--- src/verilog/cache_cfg_pkg.sv ---
package cache_cfg_pkg;

    // byte address and data word sizes seen by the requester
    localparam int ADDR_WIDTH = 32;
    localparam int WORD_WIDTH = 32;

    // 1 KB direct-mapped geometry
    localparam int LINE_BYTES = 32;
    localparam int SET_COUNT  = 32;

    localparam int OFFSET_WIDTH   = $clog2(LINE_BYTES);
    localparam int WORD_SEL_WIDTH = $clog2(LINE_BYTES / (WORD_WIDTH / 8));
    localparam int INDEX_WIDTH    = $clog2(SET_COUNT);
    localparam int TAG_WIDTH      = ADDR_WIDTH - INDEX_WIDTH - OFFSET_WIDTH;
    localparam int LINE_WIDTH     = LINE_BYTES * 8;

    typedef logic [TAG_WIDTH-1:0]   tag_t;
    typedef logic [INDEX_WIDTH-1:0] index_t;
    typedef logic [WORD_WIDTH-1:0]  word_t;
    typedef logic [LINE_WIDTH-1:0]  line_t;

    // one address word, read either as a flat byte address or split into fields
    typedef union packed {
        logic [ADDR_WIDTH-1:0] flat;
        struct packed {
            tag_t                                   tag;
            index_t                                 index;
            logic [WORD_SEL_WIDTH-1:0]              word_sel;
            logic [OFFSET_WIDTH-WORD_SEL_WIDTH-1:0] byte_sel;
        } fields;
    } cache_addr_t;

endpackage

--- src/verilog/cache_if_pkg.sv ---
package cache_if_pkg;

    typedef enum logic {
        OP_READ  = 1'b0,
        OP_WRITE = 1'b1
    } cache_op_e;

    // word request from the single requester
    typedef struct packed {
        cache_op_e                             op;
        logic [cache_cfg_pkg::ADDR_WIDTH-1:0]  addr;
        cache_cfg_pkg::word_t                  wdata;
    } cache_req_t;

    // read data is zero on a write response
    typedef struct packed {
        cache_op_e            op;
        logic                 hit;
        cache_cfg_pkg::word_t rdata;
    } cache_rsp_t;

    typedef struct packed {
        cache_cfg_pkg::index_t index;
        logic                  valid;
        logic                  dirty;
        cache_cfg_pkg::tag_t   tag;
        cache_cfg_pkg::line_t  line;
    } array_wr_t;

    typedef struct packed {
        logic                 valid;
        logic                 dirty;
        cache_cfg_pkg::tag_t  tag;
        cache_cfg_pkg::line_t line;
    } array_rd_t;

    // line-aligned address plus line, the line is unused on fill requests
    typedef struct packed {
        logic [cache_cfg_pkg::ADDR_WIDTH-1:0] addr;
        cache_cfg_pkg::line_t                 line;
    } mem_req_t;

endpackage

--- src/verilog/cache_result.sv ---
`timescale 1ns/1ps

module cache_result (
    input  logic                       clk,
    input  logic                       i_rst_n,

    input  logic                       i_commit,
    input  cache_if_pkg::cache_req_t   i_req,
    input  cache_cfg_pkg::cache_addr_t i_addr,
    input  cache_cfg_pkg::line_t       i_line,
    input  cache_cfg_pkg::tag_t        i_tag,
    input  logic                       i_hit,

    output logic                       o_array_wr_en,
    output cache_if_pkg::array_wr_t    o_array_wr,

    output logic                       o_rsp_valid,
    output cache_if_pkg::cache_rsp_t   o_rsp
);

    logic                     is_write;
    logic                     rsp_valid_q;
    cache_cfg_pkg::word_t     rd_word;
    cache_cfg_pkg::line_t     merged_line;
    cache_if_pkg::cache_rsp_t rsp_q;

    assign is_write = (i_req.op == cache_if_pkg::OP_WRITE);

    assign rd_word = i_line[i_addr.fields.word_sel * cache_cfg_pkg::WORD_WIDTH +:
                            cache_cfg_pkg::WORD_WIDTH];

    always_comb begin
        merged_line = i_line;
        if (is_write) begin
            merged_line[i_addr.fields.word_sel * cache_cfg_pkg::WORD_WIDTH +:
                        cache_cfg_pkg::WORD_WIDTH] = i_req.wdata;
        end
    end

    // a read hit leaves the set as it is, which keeps its dirty bit
    assign o_array_wr_en = i_commit && !(i_hit && !is_write);

    always_comb begin
        o_array_wr.index = i_addr.fields.index;
        o_array_wr.valid = 1'b1;
        o_array_wr.dirty = is_write;
        o_array_wr.tag   = i_tag;
        o_array_wr.line  = merged_line;
    end

    always_ff @(posedge clk) begin
        if (!i_rst_n) begin
            rsp_valid_q <= 1'b0;
        end else begin
            rsp_valid_q <= i_commit;
        end
    end

    always_ff @(posedge clk) begin
        if (i_commit) begin
            rsp_q.op    <= i_req.op;
            rsp_q.hit   <= i_hit;
            rsp_q.rdata <= is_write ? '0 : rd_word;
        end
    end

    assign o_rsp_valid = rsp_valid_q;
    assign o_rsp       = rsp_q;

endmodule

--- config.mk ---
export PLATFORM = sky130hd
export DESIGN_NAME = cache_result
export DESIGN_NICKNAME = d
export VERILOG_FILES = /design/src/verilog/cache_cfg_pkg.sv /design/src/verilog/cache_if_pkg.sv /design/src/verilog/cache_result.sv
export SDC_FILE = /design/constraint.sdc
export NUM_CORES = 1
export LEC_CHECK = 0
export BUFFER_PORTS_ARGS = -buffer_cell sky130_fd_sc_hd__buf_2
export CORE_AREA = 2 2 276 278
export DETAILED_ROUTE_END_ITERATION = 6
export DIE_AREA = 0 0 278 280
export SETUP_SLACK_MARGIN = 0.4
export SYNTH_ARGS = -nofsm -noshare
export SYNTH_HDL_FRONTEND = slang
export SYNTH_SLANG_ARGS = --single-unit
export TNS_END_PERCENT = 10
--- constraint.sdc ---
create_clock -name clk -period 2.8 [get_ports clk]
set_clock_uncertainty 0.1 [all_clocks]
set_input_delay 0.14 -clock clk [delete_from_list [all_inputs] [get_ports clk]]
set_output_delay 0.14 -clock clk [all_outputs]
set_load 0.03 [all_outputs]
==> impl_metrics.csv <==
group,metric,value,unit
run_status,outcome,"complete, no violations",
finish,fillers,8473,
min_path,hp-class,"input pin to output port",
setup_path,endpoint_kind,"output port",
finish,nNetsFinal,1673,
logic_synthesis,synth_edf_count,34,
sta,finalSetupViolations,0,
logic_synthesis,synth_top_cell_by_area,"mux2_1",
setup_path,crit_path_start_kind,"input pin",
die,io_pins,700,
detailed_routing,wire_per_inst,22.4,microns
setup_path,setup.worst_path.class,"input pin to output port",
logic_synthesis,synthesis.nets,1124,
pwr,switching_share,0.478,
placement,dp_slack,0.305,ns
setup_path,crit_path_max_incr_delay,0.36,ns
global_route,grt_overflow_total,0,
logic_synthesis,syn_area,7450,sq um
clocking,htreeDepth,2,
detailed_routing,drc,0,
logic_synthesis,async_flop_share,0,
die,core-area,75200,sq um
clocking,cts_tree,"yes",
clocking,clockBufferDepth,2,
pwr,p_sw,1.81,mW
setup_path,crit_fanout,8,
sta,setup_slack,0.434,ns
detailed_routing,routed_wl,50.9,mm
sta,period_needed,2.37,ns
detailed_routing,dr.pass1.iters,5,
setup_path,crit_cells,10,
logic_synthesis,synth_area_per_cell,10.1,sq um
setup_path,critical_path.top_delay_family,"buffers and inverters",
setup_path,crit_end,"o_array_wr[132]",
finish,drive_gt1_frac,0.602,
sta,worstMarginPinSlew,0.721,ns
pwr,powerDensity,306,nW/um^2
pwr,pwr-share-clk,0.232,
detailed_routing,postRouteAntennaNets,0,
logic_synthesis,ys.flop_type,"edfxtp_1",
min_path,timing.hold.worst_path_depth,0,
logic_synthesis,yosys_warnings,0,
setup_path,crit_path_start,"i_addr[2]",
logic_synthesis,synth.area.top_cells,"mux2_1 31%, mux4_2 19%, edfxtp_1 14%, and2_1 8.0%, nand2_1 4.9%",
sta,rsz0062_at_grt,"yes",
pwr,leakage,5.32,nW
clocking,root_buffer,"clkbuf_16",
logic_synthesis,synthCells,739,
pwr,seq_power_share,0.169,
pwr,ir_drop,0.000166,V
logic_synthesis,yosysSeqAreaShare,0.140,
placement,place_congestion,0.824,
sta,hold_viol,0,
sta,tns,0,ns
setup_path,critical_path_required,2.56,ns
pwr,p_int,1.98,mW
logic_synthesis,synth.top_cell.area_share,0.310,
global_route,grt_pass1_vias,8925,
clocking,cts_buffers,5,
sta,min_period_over_period,0.845,
detailed_routing,num_vias,8864,
global_route,grt.total_usage,0.124,
detailed_routing,drt-initial-drc-count,393,
logic_synthesis,synth.distinct_cells,31,
global_route,grt_pass1_wl,67.0,mm
detailed_routing,vias_per_cell,3.90,
die,start_util,0.0991,
setup_path,cpMaxStageDelayCell,"nor4_4",
die,rows,101,
setup_path,cp_cell_sequence,"buf_12, inv_6, ha_4, ha_4, o211ai_1, nor4_4, buf_12, buf_16, mux2i_4, buf_6",
finish,area_growth,66.6,%
die,die_y,280,microns
global_route,grt_antenna_before_repair,12,
clocking,cts.sinks,35,
sta,drv_slew,0,
die,die_x,278,microns
global_route,grt_start_max_net_pins,42,
setup_path,critPathBufInv,5,
setup_path,worstPathArrival,2.13,ns
logic_synthesis,ys_ff_latch,35,
sta,slew_headroom,0.520,
pwr,pwr-share-comb,0.598,
placement,hpwl,39.5,mm
flow_run,cap_violations,0,
placement,portBuffers,588,
die,dieArea,77800,sq um
sta,fmax,423,MHz
[placed cells by master, fill, tap and decap left out, types with 3 or more instances in the layout]
master | Yosys | final
and2_1 | 95 | 95
diode_2 | 0 | 3
nor2_4 | 0 | 6
mux2_1 | 205 | 205
clkbuf_4 | 0 | 4
clkbuf_16 | 0 | 5
a21oi_1 | 32 | 32
edfxtp_1 | 34 | 34
o31ai_2 | 3 | 3
buf_4 | 36 | 29
buf_12 | 0 | 18
nand2_1 | 98 | 98
mux2_2 | 19 | 19
mux4_2 | 64 | 64
buf_16 | 0 | 3
mux2i_4 | 0 | 30
buf_2 | 28 | 574
inv_1 | 33 | 33
ha_1 | 6 | 4
buf_6 | 11 | 6
[cells in the mapped netlist (2+ instances only)]
cell type    n
nor3b_2      2
mux4_2      64
buf_4       36
buf_2       28
o31ai_2      3
edfxtp_1    34
mux2_2      19
inv_1       33
buf_1        2
inv_2        3
nor2_1       7
buf_6       11
mux2i_1     32
mux2_1     205
a21oi_1     32
ha_1         6
and2_1      95
nand2_1     98
clkbuf_1    17
[what timing repair did]
item                                    CTS  global route
hold buffers                              2             0
endpoints found under the setup margin   79            86
hold endpoints to repair                  2             0
gates cloned                              1             0
resized for setup                         5            31
buffers inserted                          4             0
pin swaps                                 1             3
[cell type report]
type	instances	area, sq um	area share
clock buffer	5	125	0.0101
tap	978	1220	0.0986
clock inverter	3	67.6	0.00544
inverter	36	143	0.0115
antenna	3	7.51	0.000605
timing repair buffer	636	3650	0.294
multi-input combinational	574	6160	0.496
sequential	35	1040	0.0839
[cells by family after synthesis]
kind of cell | count (synthesis) | synth area share
mux | 320 | 0.575
buf+inv | 130 | 0.0994
flops | 35 | 0.140
fa+ha+maj | 6 | 0.0101
other cells | 1 | 0.000503
compound gates | 37 | 0.0285
simple gates | 210 | 0.147
[worst min path at each step]
stage             start         endpoint  slack [ns]
5_1_grt        i_tag[1]  o_array_wr[257]        0.18
6_report       i_tag[1]  o_array_wr[257]        0.18
3_3_place_gp   i_tag[6]  o_array_wr[262]        0.18
3_5_place_dp   i_tag[6]  o_array_wr[262]        0.18
2_1_floorplan     i_hit        o_rsp[32]        0.14
4_1_cts        i_tag[6]  o_array_wr[262]        0.18
[state kept, by name (all words and copies together) (netlist names)]
| register | count |
|---|---|
| o_rsp | 34 |
| o_rsp_valid | 1 |
[power by group through the flow]
stage / combinational [mW] / clock [mW] / sequential [mW]
3_5_place_dp: 2.24 / 0 / 0.656
6_report: 2.27 / 0.881 / 0.643
5_1_grt: 2.38 / 0.952 / 0.648
3_3_place_gp: 2.23 / 0 / 0.655
4_1_cts: 2.26 / 0.953 / 0.645
2_1_floorplan: 1.31 / 0 / 0.754
[metrics by stage]
stage | power (mW) | hold slack [ns] | area, sq um | cells | util
after floorplan | 2.06 | 0.139 | 7870 | 739 | -
after global placement | 2.89 | 0.180 | 12000 | 2252 | 0.160
after detailed placement | 2.89 | 0.180 | 12000 | 2252 | 0.160
after CTS | 3.86 | 0.180 | 12300 | 2267 | 0.164
after global routing | 3.98 | 0.180 | 12400 | 2268 | 0.165
final | 3.79 | 0.180 | 12400 | 2270 | 0.165
[layer usage]
metal | wire (microns) | track usage | part of all wire
met1 | 19100 | 0.133 | 0.37
met2 | 24700 | 0.218 | 0.48
met3 | 3730 | 0.0281 | 0.073
met4 | 3420 | 0.0850 | 0.067
met5 | 19 | 0 | 0.00037
No activity file was read; power rests on OpenSTA's default activity.
