===== src/verilog/cache_cfg_pkg.sv =====
package cache_cfg_pkg;

    // byte address and data word sizes seen by the requester
    localparam int ADDR_WIDTH = 32;
    localparam int WORD_WIDTH = 32;

    // 1 KB direct-mapped geometry
    localparam int LINE_BYTES = 32;
    localparam int SET_COUNT  = 32;

    localparam int OFFSET_WIDTH   = $clog2(LINE_BYTES);
    localparam int WORD_SEL_WIDTH = $clog2(LINE_BYTES / (WORD_WIDTH / 8));
    localparam int INDEX_WIDTH    = $clog2(SET_COUNT);
    localparam int TAG_WIDTH      = ADDR_WIDTH - INDEX_WIDTH - OFFSET_WIDTH;
    localparam int LINE_WIDTH     = LINE_BYTES * 8;

    typedef logic [TAG_WIDTH-1:0]   tag_t;
    typedef logic [INDEX_WIDTH-1:0] index_t;
    typedef logic [WORD_WIDTH-1:0]  word_t;
    typedef logic [LINE_WIDTH-1:0]  line_t;

    // one address word, read either as a flat byte address or split into fields
    typedef union packed {
        logic [ADDR_WIDTH-1:0] flat;
        struct packed {
            tag_t                                   tag;
            index_t                                 index;
            logic [WORD_SEL_WIDTH-1:0]              word_sel;
            logic [OFFSET_WIDTH-WORD_SEL_WIDTH-1:0] byte_sel;
        } fields;
    } cache_addr_t;

endpackage


===== src/verilog/cache_if_pkg.sv =====
package cache_if_pkg;

    typedef enum logic {
        OP_READ  = 1'b0,
        OP_WRITE = 1'b1
    } cache_op_e;

    // word request from the single requester
    typedef struct packed {
        cache_op_e                             op;
        logic [cache_cfg_pkg::ADDR_WIDTH-1:0]  addr;
        cache_cfg_pkg::word_t                  wdata;
    } cache_req_t;

    // read data is zero on a write response
    typedef struct packed {
        cache_op_e            op;
        logic                 hit;
        cache_cfg_pkg::word_t rdata;
    } cache_rsp_t;

    typedef struct packed {
        cache_cfg_pkg::index_t index;
        logic                  valid;
        logic                  dirty;
        cache_cfg_pkg::tag_t   tag;
        cache_cfg_pkg::line_t  line;
    } array_wr_t;

    typedef struct packed {
        logic                 valid;
        logic                 dirty;
        cache_cfg_pkg::tag_t  tag;
        cache_cfg_pkg::line_t line;
    } array_rd_t;

    // line-aligned address plus line, the line is unused on fill requests
    typedef struct packed {
        logic [cache_cfg_pkg::ADDR_WIDTH-1:0] addr;
        cache_cfg_pkg::line_t                 line;
    } mem_req_t;

endpackage


===== src/verilog/cache_decode.sv =====
`timescale 1ns/1ps

module cache_decode (
    input  logic                       clk,
    input  logic                       i_rst_n,

    input  logic                       i_req_valid,
    input  cache_if_pkg::cache_req_t   i_req,
    input  logic                       i_busy,

    output cache_if_pkg::cache_req_t   o_req,
    output cache_cfg_pkg::cache_addr_t o_addr,
    output logic                       o_req_valid,

    output logic                       o_rd_en,
    output cache_cfg_pkg::index_t      o_rd_index
);

    logic                       accept;
    logic                       req_valid_q;
    cache_if_pkg::cache_req_t   req_q;
    cache_cfg_pkg::cache_addr_t in_addr;

    // a strobe that arrives while busy is dropped
    assign accept = i_req_valid && !i_busy;

    always_comb begin
        in_addr.flat = i_req.addr;
    end

    // the arrays are read in the acceptance cycle so their output meets the held request
    assign o_rd_en    = accept;
    assign o_rd_index = in_addr.fields.index;

    always_ff @(posedge clk) begin
        if (!i_rst_n) begin
            req_valid_q <= 1'b0;
        end else begin
            req_valid_q <= accept;
        end
    end

    always_ff @(posedge clk) begin
        if (accept) begin
            req_q <= i_req;
        end
    end

    assign o_req       = req_q;
    assign o_req_valid = req_valid_q;

    always_comb begin
        o_addr.flat = req_q.addr;
    end

endmodule


===== config.mk =====
export PLATFORM = sky130hd
export DESIGN_NAME = cache_decode
export DESIGN_NICKNAME = d
export VERILOG_FILES = /design/src/verilog/cache_cfg_pkg.sv /design/src/verilog/cache_if_pkg.sv /design/src/verilog/cache_decode.sv
export SDC_FILE = /design/constraint.sdc
export NUM_CORES = 1
export LEC_CHECK = 0
export BUFFER_PORTS_ARGS = -buffer_cell sky130_fd_sc_hd__buf_2
export CAP_MARGIN = 20
export CORE_UTILIZATION = 35
export DETAILED_ROUTE_END_ITERATION = 12
export PLACE_DENSITY = 0.83
export SETUP_SLACK_MARGIN = 0.02
export SKIP_CTS_REPAIR_TIMING = 1
export SYNTH_ARGS = -nofsm -noshare
export SYNTH_HDL_FRONTEND = slang
export SYNTH_SLANG_ARGS = --single-unit

===== constraint.sdc =====
create_clock -name clk -period 3.5 [get_ports clk]
set_input_delay 0.35 -clock clk [delete_from_list [all_inputs] [get_ports clk]]
set_output_delay 0.35 -clock clk [all_outputs]
set_load 0.05 [all_outputs]

==> results of run 1 <==
kinds of logic (layout without fill, tap and decap cells):
| logic type | Yosys count | after routing | share of synthesized area, % |
|---|---|---|---|
| buffers and inverters | 37 | 189 | 12.27 |
| DFF | 66 | 66 | 87.07 |
| and+or+nand+nor | 2 | 2 | 0.6632 |
per-stage QoR:
step                area [µm²]  setup slack (ns)  hold slack, ns  cells
floorplan                 2267            0.6322          0.4489    105
global route              3139             2.080          0.1766    332
finish                    3139             2.132          0.1954    332
detailed placement        2964             1.991          0.5281    317
global placement          2964             2.038          0.5260    317
CTS                       3139             2.135          0.1742    332
cell usage after synthesis:
master    number
dfxtp_1        1
and3b_1        1
edfxtp_1      65
nor2b_1        1
buf_4         37
routing by layer:
metal,GRT usage (%),routed length (µm),vias to the layer above
li1,-,-,642
met5,0,0,-
met4,9.474,51,0
met1,13.54,1746,641
met2,22.48,2329,106
met3,4.835,413,5
sequential cells by signal (all words and copies together) (netlist names):
name and flops:
o_req_valid 1, o_req 33, o_addr 32
final cells by class:
type                            count  area share (%)
Sequential cell                    66           62.81
Timing Repair Buffer              174           27.90
Clock buffer                       11           4.185
Tap cell                           75           2.989
Clock inverter                      4           1.395
Multi-Input combinational cell      2          0.7174
power breakdown:
| group | switching [W] | leakage, nW | internal, W | total (W) |
|---|---|---|---|---|
| sequential | 0.0000166 | 0.618 | 0.000928 | 0.000944 |
| combinational | 0.000332 | 0.703 | 0.0000800 | 0.000412 |
| clock | 0.000255 | 0.0906 | 0.000321 | 0.000576 |
path summary, 6_finish.rpt:
check / from / end / slack, ns / depth (start not counted)
setup / recovery: i_busy / o_rd_en / 2.13 / 3
hold / removal: i_req[32] / o_addr[0] / 0.20 / 1
cell usage in the layout (no fill, tap or decap), drive strengths merged:
master,synthesis,final
buf,37,174
edfxtp,65,65
clkbuf,0,11
clkinv,0,3
nor2b,1,1
and3b,1,1
bufinv,0,1
dfxtp,1,1
worst max-delay path, cell delays in order:
cell	delay, ns
buf_2	0.12
nor2b_4	0.23
buf_2	0.31
==> key figures, run 1 <==
Layout
  • N_diodes: 0
  • Layout net count: roughly 320
  • Register area: 1972 µm²
  • Fill cells: 531
  • Share of layout cells above drive strength 1: slightly above 70%
  • Multi-input gate area: ~23 µm²
  • Synth-to-Final Area Change: 38.62%
  • Final Util: 51.50%

Global route
  • Number of antenna violations at the first check in global routing: 0
  • GR Overflow Total: 0
  • Total GRT Usage: 13.29%
  • Largest net degree at the start of global routing: 33
  • First-pass GRT wire length: just over 6000 µm
  • Vias in the first global route: 1302

Floorplan
  • Placeable Area: approximately 6000 µm²
  • Starting density of the core: 37.15%
  • Die width: 82.44 µm
  • Die Y: between 80 and 90 µm
  • Boundary Pins: 173
  • # rows: 28
  • Die area: 6796 µm²

Critical path
  • Crit path required time: 3.15 ns
  • Crit. End Element: primary output
  • Crit Path Class: in2out
  • CP Launch Type: input pin
  • Worst Path Max Fanout: 9
  • CP Data Arrival Time: 1.02 ns

Synth
  • Post-Syn Area: 2265 µm²
  • Yosys reg bits: 66
  • Cells after Synth: 105
  • Synth top area share: 86.19%
  • Cell variety after synth: 5
  • Syn. warnings: 0
  • Post-Syn Area per Cell: about 22 µm²
  • Post-synth top area cell: edfxtp_1
  • Sequential area share after synthesis: 87.07%
  • Syn Nets: 174
  • Top cells by area, synth: edfxtp_1, buf_4, dfxtp_1

Clocking
  • Clock-pin slew on the worst setup and hold paths: 0.07 ns
  • CTS Buf Count: 9
  • Clock Tree Root: clkbuf_8
  • H-tree depth: 3
  • TritonCTS clock tree: yes
  • CTS sink cnt: 66
  • Clock Path Buffers: 2

Job
  • Max-Cap Viols: 0

STA
  • TNS Setup: 0 ns
  • RSZ-0062 raised after global routing: false
  • Tmin final: between 1 and 1.5 ns
  • Final Setup Violations: 0
  • Max Fclk: 0.7312 GHz
  • Fin crit share: a little under 40%
  • Relative slew margins: 73.03%
  • Final Max Slew Viols: 0
  • Final hold vios: 0
  • Worst-Margin Slew: 0.4045 ns

Power
  • Leakage power: 1.412 nW
  • Maximum VDD drop: 0.2897 mV
  • Pwr Density: 615.4 nW/µm²
  • Pwr Total: 0.001932 W

Place
  • Final Wtd Congestion: 0.7007
  • # port buffers: 172
  • Final HPWL DP: 3585 µm

Drt
  • Post-Route WL: between 4000 and 5000 µm
  • Residual DRC: 0
  • Starting DRT DRC Count: 24
  • Vias per cell: 4.199
  • Via Count: 1394
  • WL/cell: roughly 14 µm
  • DRT Pass-1 Iters: 4
  • ANT nets after route: 0

Outcome
  • Status: finished clean

Min path
  • Min-delay worst type: in2reg
No activity file was read; power rests on OpenSTA's default activity.
==> run 2: changes to the inputs <==
clock period = 1.11 ns   (was 3.5 ns; I/O delays follow)
==> key figures, run 2 (synthesis gave the netlist of run 1 again) <==
Outcome
  • Status: finished clean

STA
  • RSZ-0062 raised after global routing: true
  • Tmin final: roughly 1.1 ns
  • Final hold vios: 0 (unchanged)
  • Relative slew margins: 79.89% (+6.9 points)
  • Worst-Margin Slew: 0.3037 ns (-0.1008 ns)
  • Fin crit share: 96.51%
  • Fin Hold WS: 0.03185 ns (-0.1635 ns)
  • Final Setup Violations: 0 (unchanged)
  • Max Fclk: 0.9335 GHz
  • Final Max Slew Viols: 0 (unchanged)

Clocking
  • CTS Buf Count: 9 (unchanged)
  • Clock-pin slew on the worst setup and hold paths: 0.07 ns (about the same)
  • Clock Tree Root: clkbuf_8
  • TritonCTS clock tree: yes
  • Clock Path Buffers: 2 (unchanged)
  • CTS sink cnt: 66 (unchanged)
  • H-tree depth: 3 (unchanged)

Drt
  • Residual DRC: 0 (unchanged)
  • WL/cell: 14.72 µm (+7.7%)
  • DRT Pass-1 Iters: 4 (unchanged)
  • ANT nets after route: 0 (unchanged)
  • Vias per cell: 4.133 (-1.6%)
  • Via Count: 1645 (+18%)
  • Post-Route WL: 5860 µm (+29%)
  • Starting DRT DRC Count: 12 (-50%)

Place
  • # port buffers: 172 (unchanged)
  • Final HPWL DP: 3629 µm (+1.2%)
  • Final Wtd Congestion: 0.6551 (-6.5%)

Floorplan
  • Die width: 82.44 µm (unchanged)
  • # rows: 28 (unchanged)
  • Die Y: 82.44 µm (unchanged)
  • Starting density of the core: 37.15% (unchanged)
  • Boundary Pins: 173 (unchanged)
  • Placeable Area: 6096 µm² (unchanged)
  • Die area: 6796 µm² (unchanged)

Critical path
  • Crit Path Class: reg2out
  • Crit path required time: 1.00 ns (-2.15 ns)
  • CP Data Arrival Time: 0.96 ns (-0.06 ns)
  • CP max-delay cell: edfxtp_1
  • Crit. End Element: primary output
  • Worst Path Max Fanout: 2 (-7)
  • Crit-path max cell delay: 0.42 ns (+0.11 ns)
  • Crit-path cells: buf_4
  • Crit path max-delay family: flip-flops
  • CP Launch Type: register
  • WP buf/inv: 1 (-1)

Layout
  • Register area: 1972 µm² (unchanged)
  • Multi-input gate area: 22.52 µm² (unchanged)
  • Share of layout cells above drive strength 1: 57.59% (-15 points)
  • Fill cells: 454 (-15%)
  • Largest register FFs: 33 (unchanged)
  • Synth-to-Final Area Change: 70.99%
  • Layout net count: 387 (+20%)
  • Commonest cells after routing, fill and taps aside: buf_2, dlygate4sd3_1, edfxtp_1, buf_4, clkbuf_8
  • Final Util: 63.53% (+12 points)
  • Most common cell after layout, fill and taps aside: buf_2
  • N_diodes: 0 (unchanged)

Global route
  • Total GRT Usage: 13.19% (-0.10 points)
  • Largest net degree at the start of global routing: 40 (+21%)
  • First-pass GRT wire length: 5996 µm (-1.6%)
  • Vias in the first global route: 1263 (-3.0%)
  • GR Overflow Total: 0 (unchanged)
  • Number of antenna violations at the first check in global routing: 0 (unchanged)

Power
  • Pwr Density: 1579 nW/µm² (+160%)
  • Pwr Total: 0.006115 W (+220%)
  • Maximum VDD drop: 0.8606 mV (+200%)
  • Leakage power: 1.707 nW (+21%)

Job
  • Max-Cap Viols: 0 (unchanged)

Min path
  • Min-delay worst type: in2reg
## run 2: cell count changes in the layout (fill, tap and decap cells not counted)
cell           delta
bufinv_16         -1
clkinv_1          +2
dlygate4sd3_1    +65
buf_4            +24
buf_6             +2
buf_12            +2
clkbuf_4          +1
buf_2            -29
## run 2: metal layers
layer	share of wire [%]	wire (µm)	track usage (%)
met1	37	2171	14.24
met2	51	2977	20.33
met3	9.3	545	5.824
met4	2.8	165	10.00
met5	0	0	0
## run 2: cell type report
cell class,instances,share of cell area (%)
sequential,66,50.92
timing repair buffer,239,42.13
clock buffer,11,3.393
tap,75,2.423
multi-input combinational,2,0.5816
clock inverter,5,0.5493
## run 2: final timing paths
kind,start,end,slack [ns],cells past startpoint
worst max-delay path,o_addr[4],o_req[36],0.04,1
worst min-delay path,i_rst_n,o_req_valid,0.03,2
## run 2: through the flow
stage	instance area (µm²)	instances	setup slack, ns	setup TNS (ns)
floorplan	2272	105	-0.6371	-41.75
global placement	2989	317	0.1348	0
detailed placement	2989	317	0.1157	0
CTS	3142	333	0.007077	0
global route	3872	398	-0.003969	-0.004135
finish	3872	398	0.03879	0
## run 2: power by group
group / switching, W / internal (W)
sequential: 0.0000596 / 0.00293
combinational: 0.00109 / 0.000454
clock: 0.000805 / 0.000780
