## src/verilog/cache_cfg_pkg.sv

```systemverilog
package cache_cfg_pkg;

    // byte address and data word sizes seen by the requester
    localparam int ADDR_WIDTH = 32;
    localparam int WORD_WIDTH = 32;

    // 1 KB direct-mapped geometry
    localparam int LINE_BYTES = 32;
    localparam int SET_COUNT  = 32;

    localparam int OFFSET_WIDTH   = $clog2(LINE_BYTES);
    localparam int WORD_SEL_WIDTH = $clog2(LINE_BYTES / (WORD_WIDTH / 8));
    localparam int INDEX_WIDTH    = $clog2(SET_COUNT);
    localparam int TAG_WIDTH      = ADDR_WIDTH - INDEX_WIDTH - OFFSET_WIDTH;
    localparam int LINE_WIDTH     = LINE_BYTES * 8;

    typedef logic [TAG_WIDTH-1:0]   tag_t;
    typedef logic [INDEX_WIDTH-1:0] index_t;
    typedef logic [WORD_WIDTH-1:0]  word_t;
    typedef logic [LINE_WIDTH-1:0]  line_t;

    // one address word, read either as a flat byte address or split into fields
    typedef union packed {
        logic [ADDR_WIDTH-1:0] flat;
        struct packed {
            tag_t                                   tag;
            index_t                                 index;
            logic [WORD_SEL_WIDTH-1:0]              word_sel;
            logic [OFFSET_WIDTH-WORD_SEL_WIDTH-1:0] byte_sel;
        } fields;
    } cache_addr_t;

endpackage

```

## src/verilog/cache_if_pkg.sv

```systemverilog
package cache_if_pkg;

    typedef enum logic {
        OP_READ  = 1'b0,
        OP_WRITE = 1'b1
    } cache_op_e;

    // word request from the single requester
    typedef struct packed {
        cache_op_e                             op;
        logic [cache_cfg_pkg::ADDR_WIDTH-1:0]  addr;
        cache_cfg_pkg::word_t                  wdata;
    } cache_req_t;

    // read data is zero on a write response
    typedef struct packed {
        cache_op_e            op;
        logic                 hit;
        cache_cfg_pkg::word_t rdata;
    } cache_rsp_t;

    typedef struct packed {
        cache_cfg_pkg::index_t index;
        logic                  valid;
        logic                  dirty;
        cache_cfg_pkg::tag_t   tag;
        cache_cfg_pkg::line_t  line;
    } array_wr_t;

    typedef struct packed {
        logic                 valid;
        logic                 dirty;
        cache_cfg_pkg::tag_t  tag;
        cache_cfg_pkg::line_t line;
    } array_rd_t;

    // line-aligned address plus line, the line is unused on fill requests
    typedef struct packed {
        logic [cache_cfg_pkg::ADDR_WIDTH-1:0] addr;
        cache_cfg_pkg::line_t                 line;
    } mem_req_t;

endpackage

```

## src/verilog/cache_execute.sv

```systemverilog
`timescale 1ns/1ps

module cache_execute (
    input  logic                       clk,
    input  logic                       i_rst_n,

    input  logic                       i_req_valid,
    input  cache_if_pkg::cache_req_t   i_req,
    input  cache_cfg_pkg::cache_addr_t i_addr,
    input  cache_if_pkg::array_rd_t    i_array,

    input  logic                       i_mem_rd_ack,
    input  cache_cfg_pkg::line_t       i_mem_rd_line,
    input  logic                       i_mem_wr_ack,

    output logic                       o_busy,
    output logic                       o_mem_rd_req,
    output cache_if_pkg::mem_req_t     o_mem_rd,
    output logic                       o_mem_wr_req,
    output cache_if_pkg::mem_req_t     o_mem_wr,

    output logic                       o_commit,
    output cache_cfg_pkg::line_t       o_commit_line,
    output cache_cfg_pkg::tag_t        o_commit_tag,
    output logic                       o_commit_hit
);

    typedef enum logic [2:0] {
        ST_IDLE,
        ST_COMPARE,
        ST_WRITEBACK,
        ST_FILL,
        ST_COMMIT
    } state_e;

    state_e state_q;
    state_e state;
    state_e state_next;

    logic                       hit;
    logic                       victim_dirty;
    logic                       mem_rd_req_q;
    logic                       mem_wr_req_q;
    logic                       rsp_pending_q;
    cache_cfg_pkg::line_t       fill_line_q;
    cache_cfg_pkg::cache_addr_t fill_addr;
    cache_cfg_pkg::cache_addr_t victim_addr;

    // the request from decode is compared in the same cycle it shows up
    assign state = (state_q == ST_IDLE && i_req_valid) ? ST_COMPARE : state_q;

    assign hit          = i_array.valid && (i_array.tag == i_addr.fields.tag);
    assign victim_dirty = i_array.valid && i_array.dirty;

    always_comb begin
        state_next = state;
        case (state)
            ST_IDLE: begin
                state_next = ST_IDLE;
            end
            ST_COMPARE: begin
                if (hit) begin
                    state_next = ST_IDLE;
                end else if (victim_dirty) begin
                    state_next = ST_WRITEBACK;
                end else begin
                    state_next = ST_FILL;
                end
            end
            ST_WRITEBACK: begin
                if (i_mem_wr_ack) begin
                    state_next = ST_FILL;
                end
            end
            ST_FILL: begin
                if (i_mem_rd_ack) begin
                    state_next = ST_COMMIT;
                end
            end
            ST_COMMIT: begin
                state_next = ST_IDLE;
            end
            default: begin
                state_next = ST_IDLE;
            end
        endcase
    end

    // memory strobes are registered, so each is a single pulse on the cycle a wait state opens
    always_ff @(posedge clk) begin
        if (!i_rst_n) begin
            state_q       <= ST_IDLE;
            mem_wr_req_q  <= 1'b0;
            mem_rd_req_q  <= 1'b0;
            rsp_pending_q <= 1'b0;
        end else begin
            state_q       <= state_next;
            mem_wr_req_q  <= (state == ST_COMPARE) && !hit && victim_dirty;
            mem_rd_req_q  <= ((state == ST_COMPARE) && !hit && !victim_dirty) ||
                             ((state == ST_WRITEBACK) && i_mem_wr_ack);
            rsp_pending_q <= o_commit;
        end
    end

    always_ff @(posedge clk) begin
        if (state == ST_FILL && i_mem_rd_ack) begin
            fill_line_q <= i_mem_rd_line;
        end
    end

    // line addresses are rebuilt from the request with the offset bits cleared
    always_comb begin
        fill_addr                 = '0;
        fill_addr.flat            = i_req.addr;
        fill_addr.fields.word_sel = '0;
        fill_addr.fields.byte_sel = '0;
    end

    // the victim sits in the same set, only its tag differs
    always_comb begin
        victim_addr            = fill_addr;
        victim_addr.fields.tag = i_array.tag;
    end

    assign o_mem_wr_req  = mem_wr_req_q;
    assign o_mem_wr.addr = victim_addr.flat;
    assign o_mem_wr.line = i_array.line;

    assign o_mem_rd_req  = mem_rd_req_q;
    assign o_mem_rd.addr = fill_addr.flat;
    assign o_mem_rd.line = '0;

    // busy also covers the cycle in which result presents the response
    assign o_busy = (state != ST_IDLE) || rsp_pending_q;

    assign o_commit      = ((state == ST_COMPARE) && hit) || (state == ST_COMMIT);
    assign o_commit_line = (state == ST_COMMIT) ? fill_line_q : i_array.line;
    assign o_commit_tag  = i_addr.fields.tag;
    assign o_commit_hit  = (state == ST_COMPARE);

endmodule

```

## config.mk

```make
export PLATFORM = sky130hd
export DESIGN_NAME = cache_execute
export DESIGN_NICKNAME = d
export VERILOG_FILES = /design/src/verilog/cache_cfg_pkg.sv /design/src/verilog/cache_if_pkg.sv /design/src/verilog/cache_execute.sv
export SDC_FILE = /design/constraint.sdc
export NUM_CORES = 1
export LEC_CHECK = 0
export BUFFER_PORTS_ARGS = -buffer_cell sky130_fd_sc_hd__buf_4
export CORE_AREA = 2 2 579 581
export CTS_BUF_LIST = sky130_fd_sc_hd__clkbuf_8 sky130_fd_sc_hd__clkbuf_16
export DETAILED_ROUTE_END_ITERATION = 10
export DIE_AREA = 0 0 581 583
export GPL_TIMING_DRIVEN = 1
export PLACE_DENSITY_LB_ADDON = 0.05
export RECOVER_POWER = 50
export SKIP_LAST_GASP = 1
export SYNTH_ARGS = -nofsm -noshare
export SYNTH_HDL_FRONTEND = slang
export SYNTH_SLANG_ARGS = --single-unit
```

## constraint.sdc

```tcl
create_clock -name clk -period 18.8 [get_ports clk]
set_input_delay 3.76 -clock clk [delete_from_list [all_inputs] [get_ports clk]]
set_output_delay 3.76 -clock clk [all_outputs]
set_load 0.01 [all_outputs]
```

==> results.tsv, run 1 <==
metric	value	unit
status	complete, but fails checks	
failing checks	max-capacitance violations, max-slew violations	
global-route wire length before repair	164.1	mm
CTS max path bufs	3	
clk slew on worst S/H paths	0.05	ns
Pre-Repair DR Iteration Count	4	
peak supply drop	0.00006484	V
busiest grt layer	met2	
cts repair resizes	0	
Slew HR	-147.9	%
Syn. warnings	0	
Seq/Total Area, Yosys	49.16	%
final hold slack	0.6249	ns
pwr/cell area	73.18	nW/um^2
dpl hpwl	119.7	mm
fin nets	2668	
Die W	581	um
multi-input combinational cell area	4289	um^2
initial detailed-routing violation count	306	
largest net degree at the start of global routing	110	
Hold Crit Class	reg2reg	
vias in the first global route	12720	
hold_sp	state_q[2]	
Pleak	0.01039	uW
crit-path most repeated cell	clkbuf_1	
crit path cell chain	clkbuf_1 -> nand2_1 -> nor2_4 -> clkbuf_1 -> clkbuf_1 -> clkbuf_1 -> clkbuf_1	
final period utilization	68.90	%
EDFF count, synth	256	
CP endpoint	fill_line_q[26]	
Num CTS Buffers	50	
fillers	38630	
met2 Track Usage GR	14.20	%
gr usage total	7.723	%
ys flop type	edfxtp_1	
area fraction of the dominant cell type after synthesis	48.40	%
Critical Path Max Stage Delay	2.71	ns
Final Max Slew Viols	274	
initial antenna violation count	76	
DRC viols	0	
largest area contributor in the netlist	edfxtp_1	
WL per Instance	21.00	um
CP Capture Type	register	
Port Buf Inserts	1123	
Finished Cell Area	27630	um^2
dpl cell area	26140	um^2
Critical Path RT	19.00	ns
die span in y	583	um
root buffer cell	clkbuf_16	
Area contributors post-synth	edfxtp_1, buf_4, mux2_2	
Core Footprint	332400	um^2
R2R cell count	6	
gpl congestion	0.7696	
worst r2r dst	fill_line_q[26]	
Setup TNS Final	0	ns
flip-flop and latch area	7807	um^2
RSZ-0062 raised after global routing	false	
Final setup viols	0	
grt ovf	0	
# clock sinks	262	
die area	338700	um^2
Area growth, synth to finish	74.00	%
WS Path Type	in2reg	
CP Launch Type	primary input	
Tmin final	12.95	ns
R2R Setup Slk	8.50	ns
reg-to-reg critical path startpoint	state_q[0]	
fmax	0.07720	GHz
Ports	1497	
most frequent cells in the layout	buf_4, conb_1, edfxtp_1	
GR Util met3	5.425	%
unique cell type count in the Yosys netlist	27	
Post-CTS Setup Bufs	0	
max cap viols	8	
layout cell share with drive strength beyond 1	69.08	%
cts hold-fix bufs	0	
fin cells	6479	
Post-Syn Area	15880	um^2
Async SR Flop Fraction	0	%
Yosys reg bits	262	
Slew @ Worst Pin	3.718	ns
vias per cell	1.831	
Worst-Skew Late Latency	0.73	ns
crit-path max FO	53	
critical path's slowest cell	clkbuf_1	
Syn Area/Cell	13.18	um^2
htree depth	2	
Worst EP arrival	13.16	ns
Layout Skew	0.07990	ns
via count	11870	
most common cell after layout, fill and taps aside	buf_4	
Starting Density	4.778	%
drt total wl	136.0	mm
Rows	212	
Fin. Hold Viols	0	
antenna viol nets, final	0	
# placed instances	6365	
Synth Instances	1205	
crit path from	i_mem_rd_ack	
M1 GR Usage	6.243	%
CTS tree	built	
worst min-delay path by stage:
| stage | to | slack [ns] | cells after the start |
|---|---|---|---|
| 6_report | state_q[1] | 0.62 | 3 |
| 5_1_grt | state_q[1] | 0.69 | 3 |
| 4_1_cts | state_q[1] | 0.64 | 3 |
| 3_5_place_dp | state_q[1] | 0.63 | 3 |
| 3_3_place_gp | state_q[1] | 0.66 | 3 |
| 2_1_floorplan | state_q[1] | 0.55 | 3 |
registers in the layout, indices dropped and copies added, names as in the netlist:
| signal | count |
|---|---|
| rsp_pending_q | 1 |
| fill_line_q | 256 |
| o_mem_rd_req | 1 |
| o_mem_wr_req | 1 |
| state_q | 3 |
kinds of logic (layout without fill, tap and decap cells):
group,after synthesis,after routing,synth area share [%]
xor gates and xnor gates,22,22,1.213
DFF,262,262,49.16
muxes,256,256,18.15
other,1,288,0.02361
buffers and inverters,628,1228,30.09
and+or+nand+nor,30,30,1.111
AOI/OAI and AO/OA,6,6,0.2521
through the flow:
stage          utilization (%)  power [uW]  setup slack, ns
6_report                 8.314        2022            5.846
5_1_grt                  8.300        2153            4.740
3_5_place_dp             7.864        1159            9.269
3_3_place_gp             7.864        1164            9.282
4_1_cts                  8.332        2141            9.267
2_1_floorplan                -       935.3            3.414
layer usage:
metal	vias to the layer above	routed length, um
li1	5020	-
met1	5612	38620
met2	926	70240
met3	236	20830
met4	72	5861
met5	-	483
critical path, delay by kind of cell:
family                 cells  cell delay [ns]
buffers and inverters      5             9.00
AND/OR/NAND/NOR            2             0.21
power breakdown:
group | leakage, uW | internal (uW) | switching [uW] | total, uW
clock network | 0.000824 | 510 | 394 | 904
registers | 0.00237 | 681 | 10.2 | 691
logic | 0.00720 | 191 | 236 | 427
total | 0.0104 | 1380 | 640 | 2020
cell type report:
class                           instances  share of cell area (%)
Antenna cell                           22                  0.1992
Clock buffer                           54                   4.727
Clock inverter                         38                  0.8965
Inverter                                1                 0.01358
Multi-Input combinational cell        580                   15.52
Sequential cell                       262                   28.25
Tap cell                             4387                   19.86
Timing Repair Buffer                 1135                   30.53
Yosys cell counts, drive strengths merged, types with 2 or more instances:
library cell,count
xnor2,22
buf,627
nand2,4
edfxtp,256
nor3b,2
and2,2
nand4,6
nand3,2
nor3,3
mux2,256
dfxtp,6
nor2,8
a21oi,2
Power figures use the tool's default switching activity.
==> run 2, diff against run 1 <==
ABC_AREA = 1   (was default)
CORE_AREA = 2 2 582 584   (was 2 2 579 581)
DIE_AREA = 0 0 584 586   (was 0 0 581 583)
clock period = 13.55 ns   (was 18.8 ns; I/O delays follow)
==> results.tsv, run 2 <==
metric	value	unit	change
largest net degree at the start of global routing	93		was 110
critical path's slowest cell	clkinvlp_2		was clkbuf_1
Final Max Slew Viols	267		was 274
layout cell share with drive strength beyond 1	66.51	%	was 69.08%
Final setup viols	0		unchanged
Setup TNS Final	0	ns	unchanged
Critical Path RT	13.45	ns	was 19.00 ns
Pleak	0.01087	uW	was 0.01039 uW
antenna viol nets, final	0		unchanged
largest register by flop count	fill_line_q		unchanged
Worst-Skew Late Latency	0.72	ns	was 0.73 ns
gr usage total	7.416	%	was 7.723%
max cap viols	6		was 8
met3 wire length	20.68	mm	was 20.83 mm
fin nets	2754		was 2668
logic gate share of total power	19.8	%	was 21.1%
die area	342200	um^2	was 338700 um^2
dpl cell area	26330	um^2	was 26140 um^2
fmax	0.1026	GHz	
pwr/cell area	97.83	nW/um^2	was 73.18 nW/um^2
number of flip-flops in the largest register	256		unchanged
Starting Density	4.786	%	was 4.778%
status	complete, but fails checks		unchanged
crit path cell chain	clkbuf_1 -> nand2_1 -> clkinvlp_2 -> clkbuf_1 -> clkbuf_1		was clkbuf_1 -> nand2_1 -> nor2_4 -> clkbuf_1 -> clkbuf_1 -> clkbuf_1 -> clkbuf_1
largest area contributor in the netlist	edfxtp_1		unchanged
vias in the first global route	12730		was 12.72k
CP Capture Type	register		unchanged
gpl congestion	0.7156		was 0.7696
Layout Skew	0.07015	ns	was 0.07990 ns
ys flop type	edfxtp_1		unchanged
crit-path max FO	74		was 53
clk slew on worst S/H paths	0.06	ns	was 0.05 ns
Pre-Repair DR Iteration Count	4		unchanged
Die W	584	um	was 581 um
# clock sinks	262		unchanged
RSZ-0062 raised after global routing	false		unchanged
cts repair resizes	0		unchanged
failing checks	max-capacitance violations, max-slew violations		unchanged
top-count cell post-synth	buf_4		unchanged
fillers	38980		was 38.63k
Buf+Inv Stages, Crit Path	4		was 5
max layer used	met5		unchanged
die span in y	586	um	was 583 um
Async SR Flop Fraction	0	%	unchanged
top flop regs	fill_line_q: 256 flops, state_q: 3 flops		unchanged
htree depth	2		unchanged
vias per cell	1.824		was 1.831
Switching Fraction	31.78	%	was 31.65%
Post-CTS Setup Bufs	0		unchanged
Num CTS Buffers	50		unchanged
root buffer cell	clkbuf_16		unchanged
Sw Pwr	865.3	uW	was 640.0 uW
Design Power	2722	uW	was 2022 uW
dpl hpwl	114.5	mm	was 119.7 mm
DR WL met2	68.65	mm	was 70.24 mm
Hold Crit Class	reg2reg		unchanged
synth cell count leaders	buf_4, edfxtp_1, mux2_2		unchanged
initial detailed-routing violation count	342		was 306
Slew @ Worst Pin	4.861	ns	was 3.718 ns
cts hold-fix bufs	0		unchanged
final period utilization	71.92	%	
CTS max path bufs	3		unchanged
Synth Instances	1294		was 1205
internal power	1857	uW	was 1382 uW
unique cell type count in the Yosys netlist	19		was 27
most common cell after layout, fill and taps aside	buf_4		unchanged
Worst EP arrival	9.65	ns	was 13.16 ns
multi-input combinational cell area	4330	um^2	was 4289 um^2
Syn. warnings	0		unchanged
via count	12030		was 11.87k
Tmin final	9.745	ns	
Clock power frac	46.1	%	was 44.7%
Area growth, synth to finish	73.14	%	was 74.00%
final hold slack	0.5526	ns	was 0.6249 ns
Rows	213		was 212
Core Footprint	335800	um^2	was 332400 um^2
crit-path most repeated cell	clkbuf_1		unchanged
sequential power share	34.1	%	was 34.2%
M1 WL	39.32	mm	was 38.62 mm
area fraction of the dominant cell type after synthesis	47.83	%	was 48.40%
Fin. Hold Viols	0		unchanged
most frequent cells in the layout	buf_4, conb_1, mux2_2, edfxtp_1, clkbuf_4		was buf_4, conb_1, edfxtp_1
peak supply drop	0.0001011	V	was 0.00006484 V
initial antenna violation count	120		was 76
Port Buf Inserts	1123		unchanged
delay-heaviest family, CP	buffers and inverters		unchanged
EDFF count, synth	256		unchanged
R2R Setup Slk	5.30	ns	was 8.50 ns
Ports	1497		unchanged
Finished Cell Area	27830	um^2	was 27630 um^2
drt total wl	133.0	mm	was 136.0 mm
global-route wire length before repair	159.0	mm	was 164.1 mm
DRC viols	0		unchanged
Slew HR	-224.1	%	was -147.9%
grt ovf	0		unchanged
flip-flop and latch area	7807	um^2	unchanged
Critical Path Max Stage Delay	3.53	ns	was 2.71 ns
WL per Instance	20.17	um	was 21.00 um
CTS tree	built		unchanged
CP Launch Type	primary input		unchanged
Area contributors post-synth	edfxtp_1, buf_4, mux2_2		unchanged
Yosys reg bits	262		unchanged
Post-Syn Area	16070	um^2	was 15880 um^2
Syn Area/Cell	12.42	um^2	was 13.18 um^2
WS Path Type	in2reg		unchanged
Seq/Total Area, Yosys	48.58	%	was 49.16%
==> run 2: metal layers <==
metal  vias up  global-route usage [%]
li1       5252                       -
met1      5426                   6.244
met2       967                   13.45
met3       268                   5.534
met4       118                   2.242
met5         -                       0
==> run 2: worst min-delay path: stages, from the launching register on <==
cell	delay [ns]
dfxtp_1	0.33
nand2_1	0.05
nand2_1	0.07
a21oi_1	0.06
==> run 2: final cells by class <==
cell class / instances / share of cell area [%]
well taps: 4407 / 19.81
diodes: 38 / 0.3417
inverters: 42 / 0.5710
clock inverters: 35 / 0.8318
multi-input cells: 629 / 15.56
repair buffers: 1131 / 30.28
clock buffers: 51 / 4.546
flip-flops and latches: 262 / 28.06
==> run 2: path summary, 6_finish.rpt <==
| check | start | to | cells past startpoint |
|---|---|---|---|
| max | i_mem_rd_ack | fill_line_q[158] | 5 |
| min | state_q[0] | state_q[1] | 3 |
| max reg2reg | state_q[2] | fill_line_q[158] | 5 |
| min reg2reg | state_q[0] | state_q[1] | 3 |
==> run 2: cells by family after synthesis <==
family	count (synthesis)	synth area share, %
AND/OR/NAND/NOR	99	2.421
flip-flops	262	48.58
XOR/XNOR	1	0.05450
buffers and inverters	668	30.76
other	1	0.02333
AO/OA/AOI/OAI	7	0.2336
multiplexers	256	17.94
==> run 2: through the flow <==
step | setup WS (ns) | utilization (%) | std cells
2_1_floorplan | 5.213 | - | 1559
4_1_cts | 5.029 | 8.288 | 6557
3_3_place_gp | 4.980 | 7.842 | 6471
3_5_place_dp | 5.034 | 7.842 | 6471
5_1_grt | 2.489 | 8.263 | 6563
6_report | 3.805 | 8.287 | 6595
==> run 2: power by group through the flow <==
| stage | Clock [uW] | Combinational, uW | Sequential, uW |
|---|---|---|---|
| final | 1260 | 538 | 928 |
| after global routing | 1380 | 590 | 931 |
| after CTS | 1380 | 576 | 926 |
| after detailed placement | 0 | 575 | 943 |
| after global placement | 0 | 580 | 943 |
| after floorplan | 0 | 289 | 945 |
